**src/verilog/sms_bus_pkg.sv**
```systemverilog
`default_nettype none

// Z80 side address map and bus encodings
package sms_bus_pkg;

    // Bus word types
    typedef logic [15:0] addr_t;
    typedef logic [7:0]  data_t;
    typedef logic [4:0]  bank_t;

    ////////////////////////////////////////
    // Memory space
    ////////////////////////////////////////

    // Mapper registers at the top of slot 3
    localparam addr_t ADDR_BANK2   = 16'hFFFF;
    localparam addr_t ADDR_BANK1   = 16'hFFFE;
    localparam addr_t ADDR_BANK0   = 16'hFFFD;
    localparam addr_t ADDR_RAMCTRL = 16'hFFFC;

    // Slot code of the work RAM in a[15:14]
    localparam logic [1:0] SLOT_INTRAM = 2'd3;

    // First 1 KB of slot 0 stays on bank 0
    localparam addr_t BANK0_FIXED_END = 16'h0400;

    // Bank register values after reset
    localparam bank_t BANK0_RESET = 5'd0;
    localparam bank_t BANK1_RESET = 5'd1;
    localparam bank_t BANK2_RESET = 5'd2;

    // 8 KB work RAM, mirrored over the 16 KB slot
    localparam int INTRAM_AW = 13;

    ////////////////////////////////////////
    // I/O space
    ////////////////////////////////////////

    // Port codes built from {a7, a6, a0}
    localparam logic [2:0] IO_REGION  = 3'b001;
    localparam logic [2:0] IO_PORT_DC = 3'b110;
    localparam logic [2:0] IO_PORT_DD = 3'b111;

    // Value seen on reads nobody answers
    localparam data_t IDLE_READ = 8'hFF;

endpackage

`default_nettype wire

```
**src/verilog/bus_strobe_sync.sv**
```systemverilog
`default_nettype none
`timescale 1ns/1ps

module bus_strobe_sync (
    input  logic               clk,
    input  logic               reset,
    input  logic               rd_n,
    input  logic               wr_n,
    input  sms_bus_pkg::data_t d_in,
    output logic               bus_read,
    output logic               bus_write,
    output sms_bus_pkg::data_t wr_data
);

    logic [2:0] rd_n_sr;
    logic [2:0] wr_n_sr;

    // Strobe history, newest sample in bit 0
    always_ff @(posedge clk or posedge reset) begin
        if (reset) begin
            rd_n_sr <= 3'b111;
            wr_n_sr <= 3'b111;
        end else begin
            rd_n_sr <= {rd_n_sr[1:0], rd_n};
            wr_n_sr <= {wr_n_sr[1:0], wr_n};
        end
    end

    // Falling edge between the two settled stages
    assign bus_read  = (rd_n_sr[2:1] == 2'b10);
    assign bus_write = (wr_n_sr[2:1] == 2'b10);

    // Track the data bus for as long as the write strobe is low
    always_ff @(posedge clk) begin
        if (!wr_n)
            wr_data <= d_in;
    end

    // The CPU never reads and writes in one bus cycle
    a_no_read_write_overlap: assert property (
        @(posedge clk) disable iff (reset) !(bus_read && bus_write)
    );

endmodule

`default_nettype wire

```
**config.mk**
```make
export PLATFORM = sky130hd
export DESIGN_NAME = bus_strobe_sync
export DESIGN_NICKNAME = d
export VERILOG_FILES = /design/src/verilog/sms_bus_pkg.sv /design/src/verilog/bus_strobe_sync.sv
export SDC_FILE = /design/constraint.sdc
export NUM_CORES = 1
export LEC_CHECK = 0
export ABC_AREA = 0
export BUFFER_PORTS_ARGS = -buffer_cell sky130_fd_sc_hd__buf_2
export CAP_MARGIN = 0
export CORE_AREA = 3 3 40 42
export DETAILED_ROUTE_END_ITERATION = 6
export DIE_AREA = 0 0 43 45
export MAX_ROUTING_LAYER = met4
export SLEW_MARGIN = 20
export SYNTH_ARGS = -nofsm -noshare
export SYNTH_HDL_FRONTEND = slang
export SYNTH_SLANG_ARGS = --single-unit
```
**constraint.sdc**
```tcl
create_clock -name clk -period 0.8 [get_ports clk]
set_input_delay 0 -clock clk [delete_from_list [all_inputs] [get_ports clk]]
set_output_delay 0 -clock clk [all_outputs]
set_load 0.02 [all_outputs]
```
==> impl_summary.log <==
[metrics] worst path arrival time: 1.03 ns
[metrics] reported leakage power: 0.325 nW
[metrics] DR pass1 iterations: 1
[metrics] post-detailed-routing wire length: 905 µm
[metrics] hold wc startpoint: wr_n
[metrics] number of buffers on the longest clock path: 2
[metrics] H-tree lvl count: 1
[metrics] Worst Setup SP: rd_n_sr[2]
[metrics] number of buffers created by CTS: 3
[metrics] largest voltage drop on the vdd net: 1.37 mV
[metrics] switching pwr: 0.318 mW
[metrics] number of slew-limit violations in the final report: 0
[metrics] final count of hold timing violations: 0
[metrics] most heavily used metal layer in global routing: met2
[metrics] met3 Use GR: 3.59%
[metrics] synthesized area: 433 µm²
[metrics] GP Congestion: 0.607
[metrics] top area cells in the synthesized netlist: edfxtp_1, dfstp_2, nor2b_4
[metrics] count of buffers inserted at the top-level ports: 21
[metrics] share of final-layout standard cells stronger than drive strength 1: 59.3%
[metrics] count of nets left with antenna violations after detail routing: 0
[metrics] total global routing track utilization: 12.7%
[metrics] Tightest Pin Transition: 0.285 ns
[metrics] switching share of total power: 22.0%
[metrics] drt drc: 0
[metrics] setup-violating endpoint count in the final report: 7
[metrics] post-route minimum period: 1.03 ns
[metrics] placed cells: 54
[metrics] hpwl dp: 617 µm
[metrics] total die area: 0.00194 mm²
[metrics] portion of the clock cycle consumed by the worst path in the final layout: 129%
[metrics] worst setup path endpoint: bus_read
[metrics] setup repair after global routing missed its margin: true
[metrics] fraction of post-synthesis cell area in the top cell type by area: 55.5%
[metrics] count of cell types in the netlist: 4
[metrics] total congestion overflow: 0
[metrics] I/O pin cnt: 22
[metrics] pin count of the biggest net entering global routing: 9
[metrics] initial standard-cell utilization of the core: 33.7%
[metrics] number of antenna violations at the first check in global routing: 0
[metrics] total nets after synthesis: 30
[metrics] global-route met1 utilization: 10.3%
[metrics] leading cell types in the layout, fill and taps excluded: buf_2, dlygate4sd3_1, edfxtp_1
[metrics] diode insertion count for antenna repair: 0
[metrics] Post-Layout Cell Count: 69
[metrics] net count reported at finish: 67
[metrics] number of DRC markers in iteration 0: 0
[metrics] share of total power in combinational logic: 14.4%
[metrics] peak clock frequency supported by timing: 969 MHz
[metrics] Post-Synthesis Cells: 18
[metrics] status: finished, violations left
[metrics] leading cell type in the layout, fill and taps excluded: buf_2
[metrics] wire length per cell after detailed routing: 13.1 µm
[metrics] area of the core: 0.00128 mm²
[metrics] cell internal power dissipation: 1.12 mW
[metrics] vertical die dimension: 45 µm
[metrics] Via-to-Cell Ratio: 4.06
[metrics] setup slack on the worst flop-to-flop path: 0.18 ns
[metrics] capturing element type of the critical path: output pin
[metrics] clk_lat worst skew: 0.27 ns
[metrics] YS warnings: 0
[metrics] Critical R2R Launch: rd_n_sr[1]
[metrics] power per cell area: 1960 mW/mm²
[metrics] relative slew slack: 81.0%
[metrics] via count of the first global-routing pass: 312
[metrics] Worst Setup Start Kind: register
[metrics] number of placement rows: 13
[metrics] capture point of the worst reg-to-reg path: rd_n_sr[2]
[metrics] synthesized area per cell: 24.1 µm²
[metrics] sequential share of the synthesized area: 91.9%
[metrics] relative contribution of sequential cells to total power: 58.9%
[metrics] critical path data required time: 0.80 ns
[metrics] CTS Root Buffer Type: clkbuf_4
[metrics] post-route worst setup slack: -0.232 ns
[metrics] clock-pin slew on the worst setup and hold paths: 0.08 ns
[metrics] violations in the final reports: negative setup slack
[metrics] class of the worst hold path: input pin to register
[metrics] final core utilization: 57.4%
[metrics] Final Skew: 0.00705 ns
[metrics] wire length of the first global-routing pass: 1540 µm
[metrics] vias: 280
[metrics] largest area contributor in the netlist: edfxtp_1
[metrics] number of cells traversed by the worst register-to-register path: 0
[metrics] clock network power share: 26.7%
[metrics] GR Util met2: 24.0%
[metrics] TritonCTS clock tree: yes
[metrics] number of synthesized register bits: 14
[metrics] max-cap violation count: 0
[metrics] area grow syn2layout: 70.2%
[metrics] CP max FO: 1
[metrics] count of clock tree sinks: 14
[metrics] critical setup path kind: register to output pin
[metrics] width of the chip: 43 µm
-- metrics by stage --
step	worst slack (ns)	total power [mW]	setup TNS [ns]	hold slack, ns	instance area [µm²]
3_3_place_gp	0.0422	0.988	0	0.105	557
6_report	-0.232	1.44	-0.508	0.146	737
3_5_place_dp	0.0287	0.997	0	0.110	557
5_1_grt	-0.275	1.51	-0.939	0.162	737
4_1_cts	-0.244	1.45	-0.617	0.144	724
2_1_floorplan	0.123	0.928	0	-0.000977	433
-- power by group through the flow --
stage	logic (mW)	registers, mW	clock network [mW]
global route	0.219	0.856	0.433
floorplan	0.0268	0.901	0
global placement	0.133	0.855	0
finish	0.208	0.849	0.385
CTS	0.200	0.849	0.398
detailed placement	0.137	0.860	0
-- worst min path at each step --
stage	endpoint	slack, ns	cells past startpoint
5_1_grt	wr_data[0]	0.16	2
2_1_floorplan	rd_n_sr[0]	-0.001	1
3_3_place_gp	rd_n_sr[0]	0.11	1
3_5_place_dp	rd_n_sr[0]	0.11	1
6_report	wr_data[7]	0.15	2
4_1_cts	wr_data[7]	0.14	2
-- worst max-delay path, stage by stage (launching register included) --
cell,delay (ns)
dfstp_2,0.52
nor2b_4,0.13
buf_6,0.11
-- sequential cells by signal, summed over array words and instances, names as in the netlist --
name     count
wr_n_sr      3
wr_data      8
rd_n_sr      3
-- cells by family (layout without fill, tap and decap cells) --
group                  Yosys count  after routing  share of synthesized area [%]
DFF                             14             14                           91.9
buffers and inverters            2             38                           1.73
and+or+nand+nor                  2              2                           6.36
-- cells in the mapped netlist (all sizes together) --
cell    n
inv     2
edfxtp  8
nor2b   2
dfstp   6
-- area by class of cell --
| class | count | area, µm² |
|---|---|---|
| well taps | 15 | 18.8 |
| clock inverters | 1 | 3.75 |
| clock buffers | 3 | 22.5 |
| inverters | 2 | 7.51 |
| flip-flops and latches | 14 | 398 |
| fillers | 106 | 548 |
| multi-input cells | 2 | 27.5 |
| repair buffers | 32 | 259 |
-- metal layers --
metal	part of all wire, %	wire length (µm)
met5	0	0
met4	3.0	27
met3	2.9	26
met2	68	611
met1	26	239
-- what timing repair did --
action / CTS / global route
gates resized for setup: 10 / 4
buffers inserted: 0 / 0
endpoints found under the setup margin: 10 / 10
hold endpoints to repair: 16 / 0
hold buffers: 11 / 0
Note: power is estimated with default switching activity, not from simulation.
