`src/verilog/sms_bus_pkg.sv`:
```
`default_nettype none

// Z80 side address map and bus encodings
package sms_bus_pkg;

    // Bus word types
    typedef logic [15:0] addr_t;
    typedef logic [7:0]  data_t;
    typedef logic [4:0]  bank_t;

    ////////////////////////////////////////
    // Memory space
    ////////////////////////////////////////

    // Mapper registers at the top of slot 3
    localparam addr_t ADDR_BANK2   = 16'hFFFF;
    localparam addr_t ADDR_BANK1   = 16'hFFFE;
    localparam addr_t ADDR_BANK0   = 16'hFFFD;
    localparam addr_t ADDR_RAMCTRL = 16'hFFFC;

    // Slot code of the work RAM in a[15:14]
    localparam logic [1:0] SLOT_INTRAM = 2'd3;

    // First 1 KB of slot 0 stays on bank 0
    localparam addr_t BANK0_FIXED_END = 16'h0400;

    // Bank register values after reset
    localparam bank_t BANK0_RESET = 5'd0;
    localparam bank_t BANK1_RESET = 5'd1;
    localparam bank_t BANK2_RESET = 5'd2;

    // 8 KB work RAM, mirrored over the 16 KB slot
    localparam int INTRAM_AW = 13;

    ////////////////////////////////////////
    // I/O space
    ////////////////////////////////////////

    // Port codes built from {a7, a6, a0}
    localparam logic [2:0] IO_REGION  = 3'b001;
    localparam logic [2:0] IO_PORT_DC = 3'b110;
    localparam logic [2:0] IO_PORT_DD = 3'b111;

    // Value seen on reads nobody answers
    localparam data_t IDLE_READ = 8'hFF;

endpackage

`default_nettype wire

```
`src/verilog/sms_pad_pkg.sv`:
```
`default_nettype none

// Hand controller connector layout
package sms_pad_pkg;

    // Raw connector byte, buttons active low
    typedef logic [7:0] pad_t;

    // Bit positions on each connector
    localparam int PAD_DOWN  = 0;
    localparam int PAD_RIGHT = 1;
    localparam int PAD_UP    = 2;
    localparam int PAD_LEFT  = 3;
    localparam int PAD_TR    = 5;
    localparam int PAD_TL    = 6;

    ////////////////////////////////////////
    // Region latch at port $3F
    ////////////////////////////////////////

    // Write data bits that land in the latch
    localparam int REGION_BIT_HI = 7;
    localparam int REGION_BIT_LO = 5;

    // Both bits high out of reset
    localparam logic [1:0] REGION_RESET = 2'b11;

endpackage

`default_nettype wire

```
`src/verilog/pad_ports.sv`:
```
`default_nettype none
`timescale 1ns/1ps

module pad_ports (
    input  logic               clk,
    input  logic               reset,
    input  sms_bus_pkg::addr_t a,
    input  logic               iorq_n,
    input  logic               bus_write,
    input  sms_bus_pkg::data_t wr_data,
    input  sms_pad_pkg::pad_t  hc1,
    input  sms_pad_pkg::pad_t  hc2,
    output logic               io_hit,
    output sms_bus_pkg::data_t io_rddata
);

    logic [2:0]         io_addr;
    logic [1:0]         region;
    sms_pad_pkg::pad_t  hc1_r;
    sms_pad_pkg::pad_t  hc1_rr;
    sms_pad_pkg::pad_t  hc2_r;
    sms_pad_pkg::pad_t  hc2_rr;
    sms_bus_pkg::data_t port_dc;
    sms_bus_pkg::data_t port_dd;

    // Partial decode on a7, a6 and a0 as on the real console
    assign io_addr = {a[7], a[6], a[0]};
    assign io_hit  = !iorq_n;

    ////////////////////////////////////////
    // Connector synchronizers
    ////////////////////////////////////////

    always_ff @(posedge clk) begin
        hc1_r  <= hc1;
        hc1_rr <= hc1_r;
        hc2_r  <= hc2;
        hc2_rr <= hc2_r;
    end

    // Region latch at $3F
    always_ff @(posedge clk or posedge reset) begin
        if (reset)
            region <= sms_pad_pkg::REGION_RESET;
        else if (bus_write && io_hit && io_addr == sms_bus_pkg::IO_REGION)
            region <= {wr_data[sms_pad_pkg::REGION_BIT_HI],
                       wr_data[sms_pad_pkg::REGION_BIT_LO]};
    end

    ////////////////////////////////////////
    // Joypad ports
    ////////////////////////////////////////

    // Port DC holds all of pad A and the vertical pair of pad B
    assign port_dc = {hc2_rr[sms_pad_pkg::PAD_DOWN],
                      hc2_rr[sms_pad_pkg::PAD_UP],
                      hc1_rr[sms_pad_pkg::PAD_TR],
                      hc1_rr[sms_pad_pkg::PAD_TL],
                      hc1_rr[sms_pad_pkg::PAD_RIGHT],
                      hc1_rr[sms_pad_pkg::PAD_LEFT],
                      hc1_rr[sms_pad_pkg::PAD_DOWN],
                      hc1_rr[sms_pad_pkg::PAD_UP]};

    // Port DD carries the rest of pad B under the region bits
    assign port_dd = {region,
                      2'b11,
                      hc2_rr[sms_pad_pkg::PAD_TR],
                      hc2_rr[sms_pad_pkg::PAD_TL],
                      hc2_rr[sms_pad_pkg::PAD_RIGHT],
                      hc2_rr[sms_pad_pkg::PAD_LEFT]};

    always_comb begin
        case (io_addr)
            sms_bus_pkg::IO_PORT_DC: io_rddata = port_dc;
            sms_bus_pkg::IO_PORT_DD: io_rddata = port_dd;
            default:                 io_rddata = sms_bus_pkg::IDLE_READ;
        endcase
    end

endmodule

`default_nettype wire

```
`config.mk`:
```
export PLATFORM = sky130hd
export DESIGN_NAME = pad_ports
export DESIGN_NICKNAME = d
export VERILOG_FILES = /design/src/verilog/sms_bus_pkg.sv /design/src/verilog/sms_pad_pkg.sv /design/src/verilog/pad_ports.sv
export SDC_FILE = /design/constraint.sdc
export NUM_CORES = 1
export LEC_CHECK = 0
export BUFFER_PORTS_ARGS = -buffer_cell sky130_fd_sc_hd__buf_2
export CAP_MARGIN = 20
export CORE_UTILIZATION = 40
export CTS_CLUSTER_SIZE = 10
export DETAILED_ROUTE_END_ITERATION = 7
export PLACE_DENSITY = 0.92
export SLEW_MARGIN = 10
export SYNTH_ARGS = -nofsm -noshare
export SYNTH_HDL_FRONTEND = slang
export SYNTH_SLANG_ARGS = --single-unit
```
`constraint.sdc`:
```
create_clock -name clk -period 1.2 [get_ports clk]
set_clock_uncertainty 0.1 [all_clocks]
set_input_delay 0.12 -clock clk [delete_from_list [all_inputs] [get_ports clk]]
set_output_delay 0.12 -clock clk [all_outputs]
set_load 0.005 [all_outputs]
```
==> flow_summary.ini <==
[die]
placement_rows = 14
dieArea_um2 = 1920
dieWidth_um = 43.8
fp.dieH_um = 43.8
initial_standard_cell_utilization_of_the_core_pct = 44.4
io-pin-count = 53
core_region_area_um2 = 1580

[run_status]
run_status = finished, violations left
violations_in_the_final_reports = design-rule violations, negative setup slack

[logic_synthesis]
netlist_area_um2 = 699
yosys.cell_types.count = 11
mean_area_per_synthesized_cell_um2 = 14.0
synthesis.yosys.warnings = 0
seq_area_frac_synth_pct = 76.2
syn_nets = 94
postSynthRegisterBits = 26
synth_cells = 50

[worst_hold_path]
hold_path.class = in -> reg
worst_hold_startpoint = iorq_n
holdPathStages = 4
hold_end = region[1]$_DFFE_PP1P_

[cts]
clk_latency_ps = 300
clock_sinks = 26
cts-buffers-inserted = 3
clock_path_buffers = 2
tritoncts = done
post_cts_repair_setup_buffers = 0
cts.htree.levels = 1
worst_path_clk_slew_ps = 120
cts.root.buffer_cell = clkbuf_4
post_cts_resized = 0

[routing]
drt_pass1_iterations = 5
drt_drc_violations_left = 3
wirelength_um = 1270
vias_per_cell = 4.38
via_count = 491
route.antenna.remaining_nets = 0
post_drt_wl_per_cell_um = 11.4
drt_first_iter_violations = 8

[sta]
final-max-slew-violation-count = 0
max_freq_mhz = 762
timing.hold.ws_ps = 120
timing.final.ws_setup_ps = -112
number_of_endpoints_with_negative_hold_slack_in_the_final_report = 0
setup-violations-final = 5
finalCriticalPeriod_ps = 1310
fin_crit_sh_pct = 109
slew-limit-headroom_pct = 84.8
setup_repair_after_global_routing_missed_its_margin = yes
tightestPinTransition_ps = 228

[grt]
grt_first_pass_wirelength_um = 1950
number_of_antenna_violations_at_the_first_check_in_global_routing = 0
gr-total-overflow = 0
grt_max_degree = 15
grtUsageTotal_pct = 15.1
grt_pass1_vias = 503

[placed_design]
detailedPlacementHpwl_um = 756
dp.cells = 93
preCtsSetupSlack_ps = 106
io_buffer_count = 29
finalWeightedCongestion = 0.625

[final_layout]
instances_no_fill = 112
fin_nets = 141
areaGrowthSynthToFinish_pct = 48.7
insertedDiodeCount = 0
drive_above_1_share_pct = 40.6

[pwr]
ir_worst_vdd_mv = 1.06
power.leakage_nw = 0.483
power_density_nw_per_um2 = 1450

[worst_setup_path]
path_max_fanout = 2
worst_r2r_endpoint = region[0]$_DFFE_PP1P_
launch_instance_of_the_worst_register_to_register_path = region[0]$_DFFE_PP1P_
critical_path_sink_type = output pin
data_required_time_of_the_critical_path_ps = 980
worst_r2r_path_depth = 1
cp_data_arrival_time_ps = 1090
r2r_slack_ps = 360
cp-start-kind = flop
path_class = reg -> out

[job]
maxCapViolations = 0
==> cell families after synthesis <==
logic type             count (synthesis)  share of synthesized area (%)
buffers and inverters                  4                           2.68
multiplexers                           8                           11.8
AND/OR/NAND/NOR                       12                           9.30
flip-flops                            26                           76.2
==> registers in the layout (all words and copies together), names as in the netlist <==
signal,count
hc2_r,6
hc2_rr,6
region,2
hc1_rr,6
hc1_r,6
==> power breakdown <==
part           internal [mW]  switching (mW)  total, mW
Sequential             0.933          0.0171      0.951
Clock                  0.185           0.229      0.414
Combinational         0.0926          0.0495      0.142
Total                   1.21           0.295       1.51
==> per-stage QoR <==
step                      instance area, um^2  utilization [%]  power, mW  TNS (ps)
after floorplan                           699                -       1.02         0
after global placement                    853             54.1       1.06         0
after detailed placement                  853             54.1       1.07         0
after CTS                                1040             66.0       1.51      -399
after global routing                     1040             66.0       1.58      -820
final                                    1040             66.0       1.51      -356
==> synthesized netlist by cell type <==
library cell / count / area (um^2)
dfxtp_1: 24 / 480
nand2_1: 8 / 30.0
mux2i_1: 6 / 60.1
dfstp_2: 2 / 52.6
inv_1: 2 / 7.51
mux2_2: 2 / 22.5
or3_1: 2 / 12.5
and2_2: 1 / 7.51
buf_4: 1 / 7.51
clkbuf_1: 1 / 3.75
nor4b_2: 1 / 15.0
==> worst max path at each step <==
stage | start | endpoint | slack (ps)
2_1_floorplan | a[6] | region[0]$_DFFE_PP1P_ | 300
3_3_place_gp | a[6] | region[0]$_DFFE_PP1P_ | 150
3_5_place_dp | a[6] | region[1]$_DFFE_PP1P_ | 110
4_1_cts | region[0]$_DFFE_PP1P_ | io_rddata[6] | -130
5_1_grt | region[0]$_DFFE_PP1P_ | io_rddata[6] | -200
6_report | region[0]$_DFFE_PP1P_ | io_rddata[6] | -110
==> per-layer routing <==
| layer | part of all wire (%) | track usage [%] |
|---|---|---|
| met2 | 53 | 31.3 |
| met4 | 0 | 7.50 |
| met3 | 7.1 | 4.17 |
| met5 | 0 | 0 |
| met1 | 40 | 12.4 |
==> critical path: stages, from the launching register on <==
cell and delay, ps:
dfstp_2 550, mux2i_1 70, nand2_1 60, buf_2 110
==> layout by cell type, fill, tap and decap left out <==
| cell | count |
|---|---|
| clkbuf_4 | 3 |
| mux2i_1 | 6 |
| clkbuf_8 | 1 |
| inv_1 | 2 |
| dlygate4sd3_1 | 15 |
| dfstp_2 | 2 |
| mux2_2 | 2 |
| nand2_1 | 8 |
| or3_1 | 2 |
| buf_2 | 29 |
| dfxtp_1 | 24 |
| nor4b_2 | 1 |
| and2_2 | 1 |
==> area by class of cell <==
class	count	area [um^2]
fill	116	537
timing repair buffer	44	295
tap	16	20.0
inverter	2	7.51
clock buffer	4	36.3
multi-input combinational	20	148
sequential	26	533
==> what timing repair did <==
item                                    4_1_cts  5_1_grt
hold buffers                                 15        0
endpoints found under the hold margin        16        0
endpoints found under the setup margin        5        8
pin swaps                                     3        0
Power figures use the tool's default switching activity.
