$ cat src/verilog/sms_bus_pkg.sv
`default_nettype none

// Z80 side address map and bus encodings
package sms_bus_pkg;

    // Bus word types
    typedef logic [15:0] addr_t;
    typedef logic [7:0]  data_t;
    typedef logic [4:0]  bank_t;

    ////////////////////////////////////////
    // Memory space
    ////////////////////////////////////////

    // Mapper registers at the top of slot 3
    localparam addr_t ADDR_BANK2   = 16'hFFFF;
    localparam addr_t ADDR_BANK1   = 16'hFFFE;
    localparam addr_t ADDR_BANK0   = 16'hFFFD;
    localparam addr_t ADDR_RAMCTRL = 16'hFFFC;

    // Slot code of the work RAM in a[15:14]
    localparam logic [1:0] SLOT_INTRAM = 2'd3;

    // First 1 KB of slot 0 stays on bank 0
    localparam addr_t BANK0_FIXED_END = 16'h0400;

    // Bank register values after reset
    localparam bank_t BANK0_RESET = 5'd0;
    localparam bank_t BANK1_RESET = 5'd1;
    localparam bank_t BANK2_RESET = 5'd2;

    // 8 KB work RAM, mirrored over the 16 KB slot
    localparam int INTRAM_AW = 13;

    ////////////////////////////////////////
    // I/O space
    ////////////////////////////////////////

    // Port codes built from {a7, a6, a0}
    localparam logic [2:0] IO_REGION  = 3'b001;
    localparam logic [2:0] IO_PORT_DC = 3'b110;
    localparam logic [2:0] IO_PORT_DD = 3'b111;

    // Value seen on reads nobody answers
    localparam data_t IDLE_READ = 8'hFF;

endpackage

`default_nettype wire

$ cat src/verilog/bus_readback.sv
`default_nettype none
`timescale 1ns/1ps

module bus_readback (
    input  logic               rd_n,
    input  logic               mem_hit,
    input  logic               io_hit,
    input  sms_bus_pkg::data_t mem_rddata,
    input  sms_bus_pkg::data_t io_rddata,
    output sms_bus_pkg::data_t d_out,
    output logic               d_oe
);

    // Memory side first, then I/O, else the idle pattern
    always_comb begin
        if (mem_hit)
            d_out = mem_rddata;
        else if (io_hit)
            d_out = io_rddata;
        else
            d_out = sms_bus_pkg::IDLE_READ;
    end

    // Drive the bus only for cycles we answer
    assign d_oe = !rd_n && (mem_hit || io_hit);

    // At the end of each read the two sides were not both selected
    a_single_source: assert property (
        @(posedge rd_n) !(mem_hit === 1'b1 && io_hit === 1'b1)
    );

endmodule

`default_nettype wire

$ cat config.mk
export PLATFORM = sky130hd
export DESIGN_NAME = bus_readback
export DESIGN_NICKNAME = d
export VERILOG_FILES = /design/src/verilog/sms_bus_pkg.sv /design/src/verilog/bus_readback.sv
export SDC_FILE = /design/constraint.sdc
export NUM_CORES = 1
export LEC_CHECK = 0
export BUFFER_PORTS_ARGS = -buffer_cell sky130_fd_sc_hd__buf_2
export CORE_AREA = 2 2 39 41
export DETAILED_ROUTE_END_ITERATION = 7
export DIE_AREA = 0 0 41 43
export GPL_ROUTABILITY_DRIVEN = 0
export GPL_TIMING_DRIVEN = 0
export PLACE_DENSITY_LB_ADDON = 0.3
export SYNTH_ARGS = -nofsm -noshare
export SYNTH_HDL_FRONTEND = slang
export SYNTH_SLANG_ARGS = --single-unit
$ cat constraint.sdc
create_clock -name vclk -period 1
set_input_delay 0.05 -clock vclk [all_inputs]
set_output_delay 0.05 -clock vclk [all_outputs]
set_load 0.05 [all_outputs]
==> results of run 1 <==
routing by layer:
metal,wire length [µm],vias up,GRT usage [%]
li1,-,130,-
met1,204,103,6.96
met2,252,17,11.6
met3,69,0,0
met4,0,0,0
met5,0,-,0
cell families after synthesis:
family / count (synthesis) / synth area share, %
buffers and inverters: 9 / 22.1
AOI/OAI and AO/OA: 8 / 55.7
and+or+nand+nor: 5 / 22.1
area by class of cell:
| class | instances | area [µm²] | share of cell area (%) |
|---|---|---|---|
| tap | 16 | 20.0 | 5.78 |
| timing repair buffer | 28 | 140 | 40.4 |
| inverter | 8 | 30.0 | 8.66 |
| buffer | 1 | 11.3 | 3.25 |
| multi-input combinational | 13 | 145 | 41.9 |
stage by stage:
stage	instance area, µm²	hold slack, ns	utilization [%]	total power, mW
after global placement	347	0.402	25.0	0.236
after global routing	347	0.411	25.0	0.250
after detailed placement	347	0.403	25.0	0.238
after CTS	347	0.405	25.0	0.239
final	347	0.403	25.0	0.235
after floorplan	186	0.276	-	0.167
worst min-delay path, stage by stage:
cell and delay (ns):
buf_2 0.07, nor2_1 0.03, buf_2 0.20
worst paths after layout:
path	startpoint	end	slack, ns	cells after the start
hold / removal	rd_n	d_oe	0.40	3
setup / recovery	mem_hit	d_out[7]	0.20	4
power groups by stage:
stage          clock [mW]  sequential (mW)  combinational, mW
2_1_floorplan           0                0              0.167
3_3_place_gp            0                0              0.236
3_5_place_dp            0                0              0.238
4_1_cts                 0                0              0.239
5_1_grt                 0                0              0.250
6_report                0                0              0.235
placed cells by master (no fill, tap or decap):
| master | n |
|---|---|
| buf_6 | 1 |
| nor3b_2 | 1 |
| a21oi_1 | 1 |
| nor2_1 | 2 |
| a21oi_2 | 1 |
| nor3b_1 | 1 |
| buf_2 | 28 |
| a2bb2oi_2 | 6 |
| nand2b_4 | 1 |
| inv_1 | 8 |
==> impl_results.rst, run 1 <==
.. list-table::
   :header-rows: 1

   * - Metric
     - Value
   * - Type of element launching the critical path
     - primary input
   * - Top-level I/O count
     - 28
   * - Max transition margin
     - a little over four fifths
   * - Routed length per instance
     - between 7 and 8 µm
   * - Largest area contributor in the netlist
     - a2bb2oi_2
   * - Number of antenna repair diodes
     - 0
   * - Total wire length after detailed routing
     - ~530 µm
   * - All-Layer GR Usage
     - under 10%
   * - Pre-Repair DR Iteration Count
     - 1
   * - P per Cell Area
     - approximately 680 nW/µm²
   * - Result of the run
     - finished, final reports clean
   * - Share of post-route cells with drive strength above 1
     - about three quarters
   * - Post-synthesis sequential area ratio
     - 0%
   * - Final-layout clock buffer total
     - 0
   * - Fin. Hold Viols
     - 0
   * - Cell-internal power
     - between 80 and 90 µW
   * - Total via count in the routed design
     - between 200 and 300
   * - Most common cell in the synthesized netlist
     - inv_1
   * - Yosys top cell area share
     - 48.3%
   * - Summed instance area of the synthesized netlist
     - between 150 and 200 µm²
   * - Total of buffers placed on input and output ports
     - 28
   * - Starting Density
     - a little over an eighth
   * - Post-placement setup slack
     - approximately 0.19 ns
   * - Number of nets produced by synthesis
     - 41
   * - Clk network pwr share
     - 0%
   * - Avg Synthesized Cell Area
     - 8.47 µm²
   * - Arrival time reported for the critical path endpoint
     - 0.75 ns
   * - Max Fanout on Critical Path
     - 6
   * - Core Box Area
     - roughly 1400 µm²
   * - Horizontal die dimension
     - 41 µm
   * - Worst IR Drop VDD
     - around 260 µV
   * - DRC violation total after the first TritonRoute iteration
     - 0
   * - Sequential cell area
     - 0 µm²
   * - Global-route wire length before repair
     - 765 µm
   * - Transition time of the tightest slew-check pin
     - about 0.25 ns
   * - Cell count after synthesis
     - 22
   * - Final HPWL DP
     - about 450 µm
   * - Master of the slowest instance on the critical path
     - buf_2
   * - # resized after CTS
     - 0
   * - Top cell family by delay on the critical path
     - buffers and inverters
   * - Final period demand of the worst path
     - ~0.80 ns
   * - Stage delay of the slowest cell on the critical path
     - ~0.27 ns
   * - Number of max-capacitance violations reported
     - 0
   * - Switching pwr
     - approximately 150 µW
   * - Number of routed nets with antenna violations
     - 0
   * - Initial antenna violation count
     - 0
   * - CTS Hold Bufs
     - 0
   * - Worst min path class
     - in -> out
   * - Max frequency
     - between 1 and 1.5 GHz
   * - Period Utilization, post-route
     - 79.6%
   * - Number of cells after detailed placement
     - 66
   * - Share of total power in combinational logic
     - between 90% and 100%
   * - Net count reported at finish
     - a little over 70
   * - Cell Chain, Critical Path
     - buf_2 -> nand2b_4 -> a2bb2oi_2 -> buf_2
   * - Filler-free cell count of the finished design
     - 66
   * - Die H
     - approximately 43 µm
   * - Cell repeated most along the worst path
     - buf_2
   * - Switching part of the total power
     - ~63%
   * - Total Neg Setup Slack
     - 0 ns
   * - Number of distinct library cells after synthesis
     - 9
   * - Synth top cells by count
     - inv_1 (8), a2bb2oi_2 (6), nor2_1 (2)
   * - Area contributors post-synth
     - a2bb2oi_2 (48%), inv_1 (16%), nand2b_4 (7.4%)
   * - RSZ-0062 raised after global routing
     - false
   * - Worst Path Class, Setup
     - in -> out
   * - Residual DRC
     - 0
   * - Sum of buffers and inverters on the critical path
     - 2
   * - Seq Cell Count
     - 0
   * - Vias in the first global route
     - roughly 190
   * - Count of endpoints failing setup in the final report
     - 0
   * - Share of power burned in registers
     - 0%
   * - Total leakage power
     - 0.199 nW
   * - Number of warning messages in the yosys log
     - 0
   * - Required time of the critical path
     - roughly 0.95 ns
   * - Number of inserted filler cells in the final layout
     - 160
   * - Area enclosed by the die boundary
     - roughly 1800 µm²
   * - Type of element capturing the critical path
     - output port
   * - Placement row count
     - 14
   * - Worst setup margin
     - just over 0.2 ns
   * - Setup repair bufs after CTS
     - 0
   * - Vias per inst
     - 3.79
   * - Fin. max-slew vios
     - 0
   * - Area growth from synthesis to layout
     - 85.9%
   * - Total congestion overflow
     - 0
   * - Largest net degree at the start of global routing
     - 11
No activity file was read; power rests on OpenSTA's default activity.
==> inputs of run 2 (changes only) <==
clock period = 0.8 ns   (was 1 ns; I/O delays follow)
==> run 2 against run 1 <==
Combinational power rose by 35%; routed wire length decreased by 4.6%; total power increased by 35%; worst setup slack worse by 0.15 ns; clock-buffer cell count is the same; critical path depth up 1; first-iteration DRC count is the same; non-clock buffer count is the same; critical endpoint is now d_out[5].
==> impl_results.rst, run 2 (synthesized netlist as in run 1, its figures left out) <==
.. list-table::
   :header-rows: 1

   * - Metric
     - Value
   * - Result of the run
     - finished, final reports clean
   * - Core Box Area
     - 1380 µm² (unchanged)
   * - Filler-free cell count of the finished design
     - 66 (unchanged)
   * - DRC violation total after the first TritonRoute iteration
     - 0 (unchanged)
   * - Final core area utilization
     - 27.4% (+2.4 points)
   * - Worst Path Class, Setup
     - in -> out
   * - Instance area at placement
     - 353 µm² (+1.8%)
   * - Seq Cell Count
     - 0 (unchanged)
   * - Type of element capturing the critical path
     - output port
   * - Number of cells after detailed placement
     - 66 (unchanged)
   * - Total of buffers placed on input and output ports
     - 28 (unchanged)
   * - Total Neg Setup Slack
     - 0 ns (unchanged)
   * - Top-level I/O count
     - 28 (unchanged)
   * - P per Cell Area
     - 836 nW/µm² (+23%)
   * - Worst setup margin
     - 0.0491 ns (-0.155 ns)
   * - Starting Density
     - 13.5% (unchanged)
   * - Number of routed nets with antenna violations
     - 0 (unchanged)
   * - Leading cell types in the layout, fill and taps excluded
     - buf_2 (20), inv_1 (8), clkbuf_4 (7)
   * - Number of max-capacitance violations reported
     - 0 (unchanged)
   * - Vias per inst
     - 3.83 (+1.2%)
   * - Total congestion overflow
     - 0 (unchanged)
   * - Horizontal die dimension
     - 41 µm (unchanged)
   * - Global-route wire length before repair
     - 828 µm (+8.2%)
   * - Cell area after layout
     - 379 µm² (+9.4%)
   * - Pre-Repair DR Iteration Count
     - 1 (unchanged)
   * - Timing endpoint of the critical path
     - d_out[5]
   * - Worst IR Drop VDD
     - 227 µV (-11%)
   * - Vias in the first global route
     - 211 (+13%)
   * - Number of antenna repair diodes
     - 0 (unchanged)
   * - Worst-case hold slack
     - 0.390 ns (-0.0128 ns)
   * - Net count reported at finish
     - 71 (unchanged)
   * - Count of endpoints failing setup in the final report
     - 0 (unchanged)
   * - Transition time of the tightest slew-check pin
     - 0.240 ns (-0.0103 ns)
   * - Final period demand of the worst path
     - between 0.7 and 0.8 ns
   * - Period Utilization, post-route
     - 93.9%
   * - Total via count in the routed design
     - 253 (+1.2%)
   * - Fin. max-slew vios
     - 0 (unchanged)
   * - Max transition margin
     - 84.0% (+0.54 points)
   * - Post-layout power
     - 317 µW (+35%)
   * - Post-placement setup slack
     - 0.0183 ns (-0.169 ns)
   * - Worst min path class
     - in -> out
   * - Final HPWL DP
     - 429 µm (-5.7%)
   * - Sequential cell area
     - 0 µm² (unchanged)
   * - Share of post-route cells with drive strength above 1
     - 80.0% (+4.0 points)
   * - Total wire length after detailed routing
     - 501 µm (-4.6%)
   * - Worst setup path startpoint
     - mem_hit
   * - Die H
     - 43 µm (unchanged)
   * - Largest net degree at the start of global routing
     - 11 (unchanged)
   * - Area growth from synthesis to layout
     - 103%
   * - All-Layer GR Usage
     - 6.29% (+0.40 points)
   * - Final-layout clock buffer total
     - 0 (unchanged)
   * - Area enclosed by the die boundary
     - 1760 µm² (unchanged)
   * - Type of element launching the critical path
     - primary input
   * - Required time of the critical path
     - 0.76 ns (-0.19 ns)
   * - Total leakage power
     - 0.211 nW (+5.9%)
   * - Residual DRC
     - 0 (unchanged)
   * - Max frequency
     - approximately 1.3 GHz
   * - Leading cell type in the layout, fill and taps excluded
     - buf_2
   * - Placement row count
     - 14 (unchanged)
   * - Initial antenna violation count
     - 0 (unchanged)
   * - Arrival time reported for the critical path endpoint
     - 0.71 ns (-0.04 ns)
   * - Fin. Hold Viols
     - 0 (unchanged)
   * - Number of inserted filler cells in the final layout
     - 168 (+5.0%)
   * - Routed length per instance
     - 7.59 µm (-4.6%)
   * - RSZ-0062 raised after global routing
     - false
   * - Max Fanout on Critical Path
     - 10 (+4)
[run 2: power breakdown]
part / internal (mW) / total (mW) / switching (mW)
logic: 0.126 / 0.317 / 0.191
registers: 0 / 0 / 0
clock network: 0 / 0 / 0
[run 2: worst min-delay path by stage]
stage / slack, ns / cells after the start / end / start
2_1_floorplan: 0.18 / 1 / d_oe / rd_n
3_3_place_gp: 0.39 / 3 / d_oe / rd_n
3_5_place_dp: 0.39 / 3 / d_oe / rd_n
4_1_cts: 0.39 / 3 / d_oe / rd_n
5_1_grt: 0.41 / 3 / d_oe / rd_n
6_report: 0.39 / 3 / d_oe / rd_n
[run 2: layout make-up]
| class | instances | area [µm²] | area share [%] |
|---|---|---|---|
| timing repair buffer | 28 | 160 | 42.2 |
| multi-input combinational | 13 | 158 | 41.6 |
| inverter | 8 | 30.0 | 7.92 |
| tap | 16 | 20.0 | 5.28 |
| buffer | 1 | 11.3 | 2.97 |
[run 2: worst max-delay path, stage by stage]
cell and delay, ns:
buf_2 0.12, buf_6 0.15, nor3b_4 0.18, a21oi_2 0.04, buf_4 0.18
[run 2: layer usage]
metal  global-route usage [%]  wire length (µm)
met1                     9.49               195
met2                     10.3               239
met5                        0                 0
met4                        0                 0
met3                        0                66
[run 2: timing repair]
action / in CTS / in global routing
hold endpoints to repair: 0 / 0
resized for setup: 0 / 10
endpoints found under the setup margin: 0 / 8
buffers inserted: 0 / 0
hold buffers: 0 / 0
